==> config.mk <==
export PLATFORM = sky130hd
export DESIGN_NAME = pipe_core_top
export DESIGN_NICKNAME = d
export VERILOG_FILES = /design/src/hw/pipe_core_pkg.sv /design/src/hw/pipe_ctl_if.sv /design/src/hw/stage_reg.sv /design/src/hw/reg_file.sv /design/src/hw/hazard_ctl.sv /design/src/hw/exec_unit.sv /design/src/hw/pipe_core_top.sv
export VERILOG_INCLUDE_DIRS = /design/src /design/src/hw
export SDC_FILE = /design/constraint.sdc
export NUM_CORES = 1
export LEC_CHECK = 0
export BUFFER_PORTS_ARGS = -buffer_cell sky130_fd_sc_hd__buf_2
export CAP_MARGIN = 15
export CORE_AREA = 3 3 160 162
export DETAILED_ROUTE_END_ITERATION = 16
export DIE_AREA = 0 0 163 165
export GPL_TIMING_DRIVEN = 1
export PLACE_DENSITY = 0.67
export RECOVER_POWER = 50
export SYNTH_ARGS = -nofsm -noshare
export SYNTH_HDL_FRONTEND = slang
export SYNTH_SLANG_ARGS = --single-unit
==> constraint.sdc <==
create_clock -name clk -period 6.8 [get_ports clk]
set_input_delay 1.7 -clock clk [delete_from_list [all_inputs] [get_ports clk]]
set_output_delay 1.7 -clock clk [all_outputs]
set_load 0.005 [all_outputs]
==> src/hw/pipe_core_config.svh <==
`ifndef PIPE_CORE_CONFIG_SVH
`define PIPE_CORE_CONFIG_SVH

// datapath sizing for pipe_core

// register and result word
`define PC_DATA_W 16

// architectural registers, r0 hardwired to zero
`define PC_NREGS 8

// bits to name one register
`define PC_IDX_W 3

// immediate field of the I format, sign-extended on use
`define PC_IMM_W 6

`endif

==> src/hw/pipe_core_pkg.sv <==
`include "pipe_core_config.svh"

package pipe_core_pkg;

    //////////////////////////////////////////////////////////////////////
    // opcodes
    //////////////////////////////////////////////////////////////////////

    localparam int OP_W = 4;                      // opcode field width

    localparam logic [OP_W-1:0] OP_NOP  = 4'd0;
    localparam logic [OP_W-1:0] OP_ADD  = 4'd1;   // rd = rs1 + rs2
    localparam logic [OP_W-1:0] OP_SUB  = 4'd2;   // rd = rs1 - rs2
    localparam logic [OP_W-1:0] OP_AND  = 4'd3;
    localparam logic [OP_W-1:0] OP_XOR  = 4'd4;
    localparam logic [OP_W-1:0] OP_ADDI = 4'd5;   // rd = rs1 + sext(imm)
    localparam logic [OP_W-1:0] OP_OUT  = 4'd6;   // emit rs1 on result port
    // 7..15 fall through as nop

    //////////////////////////////////////////////////////////////////////
    // instruction formats
    //////////////////////////////////////////////////////////////////////

    // register form
    typedef struct packed {
        logic [OP_W-1:0]                               op;
        logic [`PC_IDX_W-1:0]                          rd;
        logic [`PC_IDX_W-1:0]                          rs1;
        logic [`PC_IDX_W-1:0]                          rs2;
        logic [`PC_DATA_W-OP_W-3*`PC_IDX_W-1:0]        unused;  // pad to 16
    } instr_r_t;

    // immediate form, imm overlays rs2 and the pad bits
    typedef struct packed {
        logic [OP_W-1:0]      op;
        logic [`PC_IDX_W-1:0] rd;
        logic [`PC_IDX_W-1:0] rs1;
        logic [`PC_IMM_W-1:0] imm;
    } instr_i_t;

    // one 16-bit word, two decodes picked by op
    typedef union packed {
        instr_r_t r;
        instr_i_t i;
    } instr_u;

endpackage

==> src/hw/pipe_ctl_if.sv <==
`include "pipe_core_config.svh"

// hazard controller <-> one stage register
interface pipe_ctl_if;

    logic                 advance;   // take upstream word this edge
    logic                 bubble;    // drop to a nop this edge
    logic                 occupied;  // stage holds a live instruction
    logic                 writes;    // live instruction writes rd
    logic [`PC_IDX_W-1:0] dest;      // its rd

    // controller side
    modport ctl (
        output advance,
        output bubble,
        input  occupied,
        input  writes,
        input  dest
    );

    // stage side
    modport stage (
        input  advance,
        input  bubble,
        output occupied,
        output writes,
        output dest
    );

endinterface

==> src/hw/stage_reg.sv <==
`include "pipe_core_config.svh"

// one pipeline stage: hold, load or bubble
module stage_reg #(
    parameter int WIDTH = 16
) (
    input  logic                 clk,
    input  logic                 rst_n,
    input  logic [WIDTH-1:0]     d,
    output logic [WIDTH-1:0]     q,
    input  logic                 d_writes,
    input  logic [`PC_IDX_W-1:0] d_dest,
    pipe_ctl_if.stage            ctl
);

    logic                 occ_q;   // live word flag
    logic                 wr_q;    // word writes a register
    logic [`PC_IDX_W-1:0] dest_q;  // destination of that write

    always_ff @(posedge clk or negedge rst_n)
    begin
        if (!rst_n)
        begin
            q      <= '0;
            occ_q  <= 1'b0;
            wr_q   <= 1'b0;
            dest_q <= '0;
        end
        else if (ctl.bubble)              // bubble wins over load
        begin
            q      <= '0;                 // all-zero word decodes as nop
            occ_q  <= 1'b0;
            wr_q   <= 1'b0;
            dest_q <= '0;
        end
        else if (ctl.advance)
        begin
            q      <= d;
            occ_q  <= 1'b1;               // controller only loads live words
            wr_q   <= d_writes;
            dest_q <= d_dest;
        end
        // neither: hold everything
    end

    // status back to the controller
    assign ctl.occupied = occ_q;
    assign ctl.writes   = wr_q;
    assign ctl.dest     = dest_q;

endmodule

==> src/hw/reg_file.sv <==
`include "pipe_core_config.svh"

// 8 x 16 register file, 2 read ports, 1 write port
module reg_file (
    input  logic                  clk,
    input  logic                  rst_n,
    input  logic [`PC_IDX_W-1:0]  ra_idx,
    input  logic [`PC_IDX_W-1:0]  rb_idx,
    output logic [`PC_DATA_W-1:0] ra_data,
    output logic [`PC_DATA_W-1:0] rb_data,
    input  logic                  we,
    input  logic [`PC_IDX_W-1:0]  wr_idx,
    input  logic [`PC_DATA_W-1:0] wr_data
);

    logic [`PC_DATA_W-1:0] regs [`PC_NREGS];

    // read with r0 forced low and same-cycle write forwarded
    function automatic logic [`PC_DATA_W-1:0] rd_port(input logic [`PC_IDX_W-1:0] idx);
        if (idx == '0)
            return '0;
        else if (we && (wr_idx == idx))
            return wr_data;               // bypass, s2 result not yet in the array
        else
            return regs[idx];
    endfunction

    always_ff @(posedge clk or negedge rst_n)
    begin
        if (!rst_n)
        begin
            for (int i = 0; i < `PC_NREGS; i++)
            begin
                regs[i] <= '0;            // architectural state starts at zero
            end
        end
        else if (we && (wr_idx != '0))    // r0 writes dropped
        begin
            regs[wr_idx] <= wr_data;
        end
    end

    assign ra_data = rd_port(ra_idx);
    assign rb_data = rd_port(rb_idx);

endmodule

==> src/hw/hazard_ctl.sv <==
`include "pipe_core_config.svh"

// pipeline control: start-up, RAW stall, result back-pressure
module hazard_ctl (
    input  logic                 clk,
    input  logic                 rst_n,
    input  logic [`PC_IDX_W-1:0] s0_rs1,
    input  logic [`PC_IDX_W-1:0] s0_rs2,
    input  logic                 s0_uses_rs2,
    input  logic                 in_valid,
    output logic                 in_ready,
    input  logic                 s2_is_out,
    output logic                 res_valid,
    input  logic                 res_ready,
    pipe_ctl_if.ctl              c0,
    pipe_ctl_if.ctl              c1,
    pipe_ctl_if.ctl              c2
);

    logic started_q;   // low for the first cycle out of reset
    logic freeze;      // whole pipe holds
    logic raw_hit;     // s0 reads what s1 is about to write
    logic s1_hit;      // index match against s1 rd

    always_ff @(posedge clk or negedge rst_n)
    begin
        if (!rst_n)
            started_q <= 1'b0;
        else
            started_q <= 1'b1;
    end

    //////////////////////////////////////////////////////////////////////
    // result port and freeze
    //////////////////////////////////////////////////////////////////////

    assign res_valid = c2.occupied && s2_is_out;
    assign freeze    = res_valid && !res_ready;   // out stuck in s2

    //////////////////////////////////////////////////////////////////////
    // read-after-write against s1
    //////////////////////////////////////////////////////////////////////

    // s2 hazards are covered by the register file bypass
    assign s1_hit  = (c1.dest == s0_rs1) || (s0_uses_rs2 && (c1.dest == s0_rs2));
    assign raw_hit = c0.occupied && c1.occupied && c1.writes && s1_hit;

    assign in_ready = started_q && !freeze && !raw_hit;

    //////////////////////////////////////////////////////////////////////
    // per-stage advance / bubble
    //////////////////////////////////////////////////////////////////////

    always_comb
    begin
        // s0: load a new word, or empty out once its word moved on
        c0.advance = in_ready && in_valid;
        c0.bubble  = in_ready && !in_valid;

        // s1: take s0 unless stalled, nop in the gap
        c1.advance = !freeze && !raw_hit && c0.occupied;
        c1.bubble  = !freeze && (raw_hit || !c0.occupied);

        // s2: always drains unless frozen
        c2.advance = !freeze && c1.occupied;
        c2.bubble  = !freeze && !c1.occupied;
    end

endmodule

==> src/hw/exec_unit.sv <==
`include "pipe_core_config.svh"

// execute stage: format select + ALU
module exec_unit (
    input  pipe_core_pkg::instr_u  instr,
    input  logic [`PC_DATA_W-1:0]  opa,
    input  logic [`PC_DATA_W-1:0]  opb,
    output logic [`PC_DATA_W-1:0]  result,
    output logic                   writes
);

    import pipe_core_pkg::*;

    instr_r_t              rv;        // register view
    instr_i_t              iv;        // immediate view
    logic                  is_imm;
    logic [`PC_DATA_W-1:0] imm_ext;
    logic [`PC_DATA_W-1:0] opb_sel;   // second ALU input
    logic [`PC_IDX_W-1:0]  rd_sel;
    logic                  op_wr;     // opcode class writes rd

    assign rv     = instr.r;
    assign iv     = instr.i;
    assign is_imm = (iv.op == OP_ADDI);

    // sign-extend the 6-bit immediate
    assign imm_ext = {{(`PC_DATA_W-`PC_IMM_W){iv.imm[`PC_IMM_W-1]}}, iv.imm};

    assign opb_sel = is_imm ? imm_ext : opb;
    assign rd_sel  = rv.rd;                    // same bit slot in both views

    always_comb
    begin
        result = '0;
        op_wr  = 1'b0;
        case (rv.op)
            OP_ADD, OP_ADDI:
            begin
                result = opa + opb_sel;
                op_wr  = 1'b1;
            end
            OP_SUB:
            begin
                result = opa - opb_sel;
                op_wr  = 1'b1;
            end
            OP_AND:
            begin
                result = opa & opb_sel;
                op_wr  = 1'b1;
            end
            OP_XOR:
            begin
                result = opa ^ opb_sel;
                op_wr  = 1'b1;
            end
            OP_OUT:
                result = opa;             // rs1 goes out unchanged
            default:
                result = '0;              // nop and unknown ops
        endcase
    end

    // rd = 0 never counts as a write
    assign writes = op_wr && (rd_sel != '0);

endmodule

==> src/hw/pipe_core_top.sv <==
`include "pipe_core_config.svh"

// three-stage in-order core: s0 fetch latch, s1 operands, s2 execute/wb
module pipe_core_top (
    input  logic                  clk,
    input  logic                  rst_n,
    input  logic                  in_valid,
    output logic                  in_ready,
    input  logic [`PC_DATA_W-1:0] in_instr,
    output logic                  res_valid,
    input  logic                  res_ready,
    output logic [`PC_DATA_W-1:0] res_data
);

    import pipe_core_pkg::*;

    localparam int INSTR_W = $bits(instr_u);
    localparam int S1_W    = INSTR_W + 2 * `PC_DATA_W;            // instr, opa, opb
    localparam int S2_W    = OP_W + `PC_IDX_W + `PC_DATA_W;       // op, rd, result

    // input decode
    instr_u                in_u;
    logic                  in_writes;     // incoming word writes rd

    // s0
    logic [INSTR_W-1:0]    s0_q;
    instr_u                s0_instr;
    instr_r_t              s0_r;
    instr_i_t              s0_i;
    logic                  s0_uses_rs2;
    logic [`PC_DATA_W-1:0] rf_a;
    logic [`PC_DATA_W-1:0] rf_b;

    // s1
    logic [S1_W-1:0]       s1_d;
    logic [S1_W-1:0]       s1_q;
    instr_u                s1_instr;
    logic [`PC_DATA_W-1:0] s1_opa;
    logic [`PC_DATA_W-1:0] s1_opb;
    logic [`PC_DATA_W-1:0] ex_result;
    logic                  ex_writes;

    // s2
    logic [S2_W-1:0]       s2_d;
    logic [S2_W-1:0]       s2_q;
    logic [OP_W-1:0]       s2_op;
    logic [`PC_IDX_W-1:0]  s2_rd;
    logic [`PC_DATA_W-1:0] s2_result;
    logic                  s2_is_out;

    pipe_ctl_if c0 ();
    pipe_ctl_if c1 ();
    pipe_ctl_if c2 ();

    //////////////////////////////////////////////////////////////////////
    // s0: fetch latch
    //////////////////////////////////////////////////////////////////////

    assign in_u      = in_instr;
    assign in_writes = (in_u.i.op inside {OP_ADD, OP_SUB, OP_AND, OP_XOR, OP_ADDI})
                       && (in_u.i.rd != '0);

    stage_reg #(.WIDTH(INSTR_W)) s0_reg (
        .clk(clk), .rst_n(rst_n), .d(in_instr), .q(s0_q),
        .d_writes(in_writes), .d_dest(in_u.i.rd), .ctl(c0.stage)
    );

    assign s0_instr    = s0_q;
    assign s0_r        = s0_instr.r;
    assign s0_i        = s0_instr.i;
    assign s0_uses_rs2 = s0_r.op inside {OP_ADD, OP_SUB, OP_AND, OP_XOR};  // R-form ALU

    // operands read on the way into s1, rs1 sits at the same slot in both views
    reg_file rf_i (
        .clk(clk), .rst_n(rst_n),
        .ra_idx(s0_i.rs1), .rb_idx(s0_r.rs2), .ra_data(rf_a), .rb_data(rf_b),
        .we(c2.writes), .wr_idx(s2_rd), .wr_data(s2_result)
    );

    //////////////////////////////////////////////////////////////////////
    // s1: operands, s2: result
    //////////////////////////////////////////////////////////////////////

    assign s1_d = {s0_q, rf_a, rf_b};

    stage_reg #(.WIDTH(S1_W)) s1_reg (
        .clk(clk), .rst_n(rst_n), .d(s1_d), .q(s1_q),
        .d_writes(c0.writes), .d_dest(c0.dest), .ctl(c1.stage)
    );

    assign {s1_instr, s1_opa, s1_opb} = s1_q;

    exec_unit ex_i (
        .instr(s1_instr), .opa(s1_opa), .opb(s1_opb),
        .result(ex_result), .writes(ex_writes)
    );

    assign s2_d = {s1_instr.r.op, s1_instr.r.rd, ex_result};

    stage_reg #(.WIDTH(S2_W)) s2_reg (
        .clk(clk), .rst_n(rst_n), .d(s2_d), .q(s2_q),
        .d_writes(ex_writes), .d_dest(c1.dest), .ctl(c2.stage)
    );

    assign {s2_op, s2_rd, s2_result} = s2_q;
    assign s2_is_out = (s2_op == OP_OUT);   // bubbles carry op 0
    assign res_data  = s2_result;

    hazard_ctl hz_i (
        .clk(clk), .rst_n(rst_n),
        .s0_rs1(s0_i.rs1), .s0_rs2(s0_r.rs2), .s0_uses_rs2(s0_uses_rs2),
        .in_valid(in_valid), .in_ready(in_ready),
        .s2_is_out(s2_is_out), .res_valid(res_valid), .res_ready(res_ready),
        .c0(c0.ctl), .c1(c1.ctl), .c2(c2.ctl)
    );

endmodule

# == Word-level counts from Yosys, hierarchy flattened ==
# Index checks and enable logic that the tools add are counted.
# W data, S select, Z words.
# op_classes
n_bitwise,5
n_eq_ne,20
mux,38
reduce_logical,41
n_lt_le_gt_ge,4
n_addsub,2
# ops
op,n
$mux W16,12
$bwmux W128,1
$bmux W16 S3,2
$mux W48,2
$pmux W16 S5,1
$demux W16 S3,1
$mux W23,2
$eq A4 B3 Y1 const B,7
$eq A4 B2 Y1 const B,6
$logic_and A1 B1 Y1,21
$add A16 B16 Y16,1
$and A16 B16 Y16,1
$sub A16 B16 Y16,1
$xor A16 B16 Y16,1
$mux W1,13
$eq A3 B3 Y1,4
$eq A4 B1 Y1 const B,3
$ge A4 B4 Y1 const B,3
$mux W3,4
$not A3 Y4,3
$reduce_bool A3 Y1,3
$logic_not A1 Y1,6
$logic_not A3 Y1,2
$reduce_bool A2 Y1,3
6 further kinds,7
# totals
input_bits,20
regBits,228
word_cells,130
output_inout_bits,18

# == Depth between registers and ports, before layout ==
# Gate-level depths: netlist of the first run.
# logic_depth
word_depth,10
mapped_depth,14

# == By module ==
# A second synthesis of the first run with hierarchy kept.
# unflattened
hier_cells,1164
area_unflattened_um2,13269.0
# modules_own_cells
module,seq_area_each_um2,cells_each,area_each_um2,instances
reg_file,3203.1,547,7084.3,1
stage_reg (s1_reg),1326.3,171,2160.8,1
exec_unit,0.0,256,1764.2,1
stage_reg (s2_reg),700.7,90,1146.1,1
stage_reg (s0_reg),525.5,68,867.1,1
hazard_ctl,25.0,25,198.9,1
pipe_core_top,0.0,7,47.5,1

# == Worst setup path after synthesis of the first run ==
# Ideal clock, no wire load.
# synth_path
path_kind,input -> output
startpoint,input port res_ready
endpoint,output port in_ready
cell_stages,5
required_time_ns,5.100
t_arrival_ns,2.610
slack_ns,2.490
n_path_buf,2
path_cell_list,or3_1 clkbuf_1 o211ai_2 buf_2 inv_2
# synth_via
elab_chain_len,5
# synth_lines
item,line,source
from (decl),pipe_core_top.sv:11,"input logic res_ready,"
$logic_not A1 Y1,hazard_ctl.sv:38,assign freeze = res_valid && !res_ready;
$logic_and A1 B1 Y1,hazard_ctl.sv:38,
$logic_not A1 Y1,hazard_ctl.sv:48,assign in_ready = started_q && !freeze && !raw_hit;
$logic_and A1 B1 Y1 (2 in series),hazard_ctl.sv:48,
to (decl),pipe_core_top.sv:8,"output logic in_ready,"
# Every way passes these cells.

# == Final worst setup path of the first run ==
# Same ends and word-level chain as after synthesis.

==> metrics.txt, run 1 <==
Crit-path slowest cell or3_1; Root Driver clkbuf_16; status finished with violations; ant diodes 0; Synth Flop Type dfrtp_1; EDFF count, synth 0; post-CTS setup buffer count 0; Layout area overhead 8.988%; hold_buf cts 0; Syn Nets approximately 1100; clock latency on the worst-skew pair approximately 520 ps; leading post-synthesis cells by cell area dfrtp_1 (45%), mux4_2 (12%), mux2_2 (9.3%), nand2_1 (4.8%), ha_1 (3.2%); top cell type's share of synthesized area between 40% and 50%; Buffers on Ports 37; failing checks max-capacitance violations, max-slew violations; Seq/Total Area, Yosys 44.53%; Yosys reg bits 219; Nets around 1100; total CTS buffers 25; switching part of the total a little under a quarter; Die X between 150 and 200 um; Period minus WS final 4692 ps; synthesized area per cell approximately 11 sq um; CTS tree built; GR Overflow Total 0; worst slew pin tran just over 3000 ps; leakage about 6.3 nW; max-cap check violation count 1; worst reg2reg path startpoint s1_reg.q[44]; CP top delay family buffers and inverters; worst stage delay on the critical path 570 ps; first-pass iteration count of the detailed router 6; switching power total 0.7255 mW; count leader, synth dfrtp_1; vias per cell between 5 and 6; CP max FO 37; P_int between 2 and 2.5 mW; GPL Wtd Cong between 0.8 and 0.9; final routed DRC violation total 0; combinational power share roughly 8.4%; Routed Antenna Nets 0; H-tree levels 1; DR vias 8260; Non-Filler Instances about 1400; Fmax approximately 210 MHz; die height roughly 170 um; Ports 38; Max clock buf depth 3; Worst EP required a little over 5000 ps; WP buf/inv 4; critical path startpoint res_ready; cts repair resizes 0; Wirelength per Cell between 15 and 20 um; setup TNS 0 ps; part of the power in the clock network a little under half; HP Class flop to flop; Filler cells about 2100; sequential power share between 40% and 50%; kind of end point of the critical path output pin; CP Class input pin to output pin; full die area around 27000 sq um; final setup fails 0; register area between 5000 and 6000 sq um; Clock Sinks 219; Unique masters post-synth 66; crit path setup slack, layout 2108 ps; First DRT Iteration DRCs approximately 660; largest area contributor in the synthesized netlist dfrtp_1; Gate Count Post-Synth 1074; Hold Startpoint rf_i.regs[117]; peak supply drop approximately 0.14 mV; share of cells above drive strength 1 about a quarter; largest net degree at the start of global routing 126; Hold Fails Final Rpt 0; RSZ-0062 raised after global routing no; Startpoint Class input pin; Cell Chain, Critical Path clkbuf_1 > or3_1 > o211ai_2 > buf_4 > inv_2 > buf_2; Tcrit/Tclk final between 60% and 70%; Synth top cells by count dfrtp_1 (219), nand2_1 (158), mux2_2 (102), mux4_2 (64), clkbuf_1 (60); final-report max-slew violation count around 130; std cell rows 57; Initial Utilization approximately 50%; slew margin rel. -105.8%; Place WS 2092 ps; Clock Skew approximately 14 ps; mapped cell area approximately 12000 sq um; Cell Pwr Density ~230 nW/um^2; initial antenna violation count 0; DP HPWL 17.99 mm; YS warnings 0; asr flop ratio synth 100.0%; first-pass GRT wire length 45.45 mm; CORE AREA 24250 sq um; Placed Cells 1337; number of global-route vias before repair 8377; GRT Util Overall approximately a fifth; Multi-input gate area 6237 sq um; Total Routed Length about 28 mm; WP data arrival approximately 3000 ps; Clock Pin Slew Worst Setup and Hold Paths 60 ps
[sequential cells by signal, summed over array words and instances (netlist names)]
register,cells
s1_reg.q,43
s1_reg.ctl.dest,2
rf_i.regs,128
s0_reg.ctl.writes,1
s0_reg.q,14
s2_reg.ctl.writes,1
s2_reg.ctl.occupied,1
s2_reg.q,23
s0_reg.ctl.occupied,1
s1_reg.ctl.writes,1
s1_reg.ctl.occupied,1
hz_i.started_q,1
s0_reg.ctl.dest,2
[power by group through the flow]
stage                     Clock [mW]  Sequential (mW)  Combinational, mW
after floorplan                    0             1.36              0.196
after global placement             0             1.37              0.258
after detailed placement           0             1.37              0.261
after CTS                       1.49             1.35              0.262
after global routing            1.54             1.35              0.286
final                           1.46             1.35              0.258
[cells by family (layout without fill, tap and decap cells)]
| kind of cell | Yosys count | count (layout) | share of synthesized area (%) |
|---|---|---|---|
| and+or+nand+nor | 249 | 249 | 9.374 |
| DFF | 219 | 219 | 44.53 |
| muxes | 209 | 209 | 24.75 |
| AOI/OAI and AO/OA | 193 | 193 | 10.23 |
| buffers and inverters | 131 | 115 | 4.931 |
| xor gates and xnor gates | 40 | 40 | 2.847 |
| adders and majority gates | 32 | 32 | 3.314 |
| other | 1 | 1 | 0.03047 |
[layer usage]
layer | vias up | GRT usage, % | share of wire, %
met1 | 4146 | 30.31 | 47
met2 | 212 | 34.41 | 47
met3 | 39 | 2.834 | 4.7
met4 | 0 | 5.267 | 1.6
met5 | - | 0 | 0
li1 | 3863 | - | -
[through the flow]
stage                     cell area [sq um]  power [mW]  hold slack, ps  util (%)
after floorplan                       12310       1.551           441.3         -
after global placement                12570       1.632           376.3     51.82
after detailed placement              12570       1.635           383.3     51.82
after CTS                             13460       3.100           395.8     55.52
after global routing                  13410       3.181           410.0     55.31
final                                 13410       3.070           393.5     55.31
[final timing paths]
path                                  endpoint  slack [ps]  depth (start not counted)
max in group asynchronous          s0_reg.q[3]        2650                          2
worst min register to register  rf_i.regs[117]         390                          0
worst max-delay path                  in_ready        2110                          6
worst min-delay path            rf_i.regs[117]         390                          0
min in group asynchronous        rf_i.regs[66]        2160                          1
worst max register to register    s2_reg.q[15]        2870                         11
[layout by cell type, fill, tap and decap left out, drive strengths merged, types with 7 or more instances in the layout]
master,count
dfrtp,219
nand2,158
mux2,112
o21ai,101
mux4,64
buf,53
clkbuf,42
mux2i,33
ha,31
xnor2,26
nor2,20
a22o,20
a21oi,19
a222oi,16
nor3,15
xor2,14
inv,11
nand4,8
nand3,7
o221ai,7
[final cells by class]
class                   count  share of cell area [%]
multi-input cells         724                   46.50
repair buffers             62                   2.631
clock inverters            10                   1.353
clock buffers              33                   5.336
flip-flops and latches    219                   40.88
inverters                  10                  0.2798
well taps                 324                   3.022
Power figures use the tool's default switching activity.
==> inputs of run 2 (changes only) <==
- PLACE_DENSITY: 0.67 -> 0.69
- clock period: 6.8 -> 4.31 ns (I/O delays scaled with it)
==> metrics.txt, run 2 (same netlist as run 1, synthesis figures left out) <==
status finished with violations; failing checks max-capacitance violations, max-slew violations; Nets 1098 (+0.37%); final routed DRC violation total 0 (unchanged); Crit-path slowest cell dfrtp_1; die height 165 um (unchanged); Fmax ~280 MHz; clock latency on the worst-skew pair 510 ps (about the same); Root Driver clkbuf_16; Filler cells 1975 (-3.7%); DR vias 8274 (+0.17%); RSZ-0062 raised after global routing no; Period minus WS final approximately 3600 ps; commonest non-fill, non-tap cell in the layout dfrtp_1; CTS tree built; Layout area overhead 8.896% (about the same); Regs by FF count rf_i.regs: 128 flops, s1_reg.q: 43 flops, s2_reg.q: 23 flops; DP Area 12610 sq um (+0.34%); first-pass GRT wire length 45.51 mm (+0.14%); Max clock buf depth 3 (unchanged); GR Overflow Total 0 (unchanged); peak supply drop 0.2779 mV (+96%); Worst EP required 4730 ps (-370 ps); Buffers on Ports 37 (unchanged); Ports 38 (unchanged); Startpoint Class flop; WP data arrival 4000 ps (+1010 ps); full die area 26900 sq um (unchanged); worst hold path endpoint rf_i.regs[119]; WHS Path Cells 0 (unchanged); CP Class flop to flop; final setup fails 0 (unchanged); cts repair resizes 0 (unchanged); vias per cell 5.961 (-0.26%); Hold Fails Final Rpt 0 (unchanged); Clock Pin Slew Worst Setup and Hold Paths 60 ps (about the same); post-CTS setup buffer count 0 (unchanged); GRT Util Overall 21.14% (about the same); reg-to-reg endpoint s2_reg.q[15]; share of cells above drive strength 1 26.79% (+0.70 points); worst slew pin tran 2421 ps (-665.4 ps); Design Area, Final 13400 sq um (about the same); Worst R2R Setup Slack 730 ps (-2140 ps); total CTS buffers 25 (unchanged); DP HPWL 18.35 mm (+2.0%); commonest cells after routing, fill and taps aside dfrtp_1 (217), nand2_1 (158), mux2_2 (102), mux4_2 (64), o21ai_1 (56); leakage 6.321 nW (about the same); H-tree levels 1 (unchanged); setup TNS 0 ps (unchanged); largest net degree at the start of global routing 99 (-21%); slew margin rel. -61.41% (+44 points); worst stage delay on the critical path 580 ps (about the same); Clock Sinks 219 (unchanged); worst reg2reg path startpoint s1_reg.q[46]; Die X 163 um (unchanged); initial antenna violation count 0 (unchanged); Cell Pwr Density 344.6 nW/um^2 (+51%); Routed Antenna Nets 0 (unchanged); kind of end point of the critical path flop; Register-to-Register Path Depth 11 (unchanged); CP max FO 13 (-65%); ant diodes 0 (unchanged); GPL Wtd Cong 0.9055 (+1.8%); number of global-route vias before repair 8310 (-0.80%); CORE AREA 24250 sq um (unchanged); Wirelength per Cell 19.82 um (-0.52%); Largest register FFs 128 (unchanged); Initial Utilization 50.75% (unchanged); std cell rows 57 (unchanged); Min Hold Slack 390.9 ps (-2.651 ps); max-cap check violation count 1 (unchanged); Tcrit/Tclk final 83.07%; Cell Chain, Critical Path and4bb_1 > nor3_1 > or2_1 > a21oi_1 > xnor2_1 > ha_1 > a2111o_1 > o22ai_1 > o21ai_0 > and3_1 > o31ai_2; Hold Startpoint rf_i.regs[119]; Most flops, register rf_i.regs; final-report max-slew violation count 99 (-21%); Layout Utilization 55.27% (about the same); Clock Skew 7.537 ps (-6.745 ps); First DRT Iteration DRCs 657 (-0.61%); first-pass iteration count of the detailed router 6 (unchanged); HP Class flop to flop; hold_buf cts 0 (unchanged); Total Routed Length 27.51 mm (about the same)
[run 2: cell count changes in the layout (fill, tap and decap cells not counted)]
| cell | previous run | this run |
|---|---|---|
| nor4bb_4 | 0 | 2 |
| inv_6 | 1 | 0 |
| buf_4 | 17 | 22 |
| clkbuf_2 | 1 | 3 |
| nor4bb_1 | 2 | 0 |
| clkinv_2 | 3 | 6 |
| clkbuf_8 | 6 | 4 |
| nor3_1 | 14 | 13 |
| clkinv_4 | 0 | 2 |
| nor3_2 | 1 | 2 |
| bufinv_16 | 5 | 2 |
[run 2: critical path, delay by kind of cell, from the launching register on]
family	cells	cell delay (ps)
compound gates	5	1330
flops	1	580
fa+ha+maj	1	320
xor+xnor	1	140
simple gates	4	1130
[run 2: how the worst max path moves through the flow]
stage | slack, ps | cells past startpoint | start | to
floorplan | 1190 | 12 | s1_reg.q[3] | s2_reg.q[15]
global placement | 840 | 13 | s1_reg.q[46] | s2_reg.q[12]
detailed placement | 750 | 13 | s1_reg.q[47] | s2_reg.q[12]
CTS | 730 | 11 | s1_reg.q[46] | s2_reg.q[15]
global route | 250 | 2 | rst_n | s2_reg.q[14]
finish | 730 | 11 | s1_reg.q[46] | s2_reg.q[15]
[run 2: per-layer routing]
layer	global-route usage [%]	vias to the layer above	wire [um]
li1	-	3863	-
met4	5.498	0	577
met3	2.784	47	1323
met2	34.44	208	12890
met1	30.21	4156	12710
met5	0	-	0
[run 2: stage by stage]
| step | total power [mW] | instances | worst slack, ps |
|---|---|---|---|
| after floorplan | 2.447 | 1074 | 1186 |
| after global placement | 2.576 | 1341 | 836.9 |
| after detailed placement | 2.580 | 1341 | 750.4 |
| after CTS | 4.672 | 1386 | 732.5 |
| after global routing | 4.801 | 1388 | 251.8 |
| final | 4.618 | 1388 | 729.8 |
[run 2: final cells by class]
| cell class | instances | area, sq um | area share [%] |
|---|---|---|---|
| clock buffers | 34 | 699.4 | 5.219 |
| repair buffers | 66 | 389.1 | 2.904 |
| multi-input cells | 724 | 6272 | 46.80 |
| inverters | 10 | 37.54 | 0.2801 |
| clock inverters | 11 | 115.1 | 0.8589 |
| well taps | 324 | 405.4 | 3.025 |
| flip-flops and latches | 219 | 5483 | 40.91 |
[run 2: report_power, final]
group | switching, mW | internal, mW | total, mW
logic | 0.241 | 0.157 | 0.398
clock network | 0.824 | 1.25 | 2.08
registers | 0.0545 | 2.09 | 2.14
total | 1.12 | 3.50 | 4.62
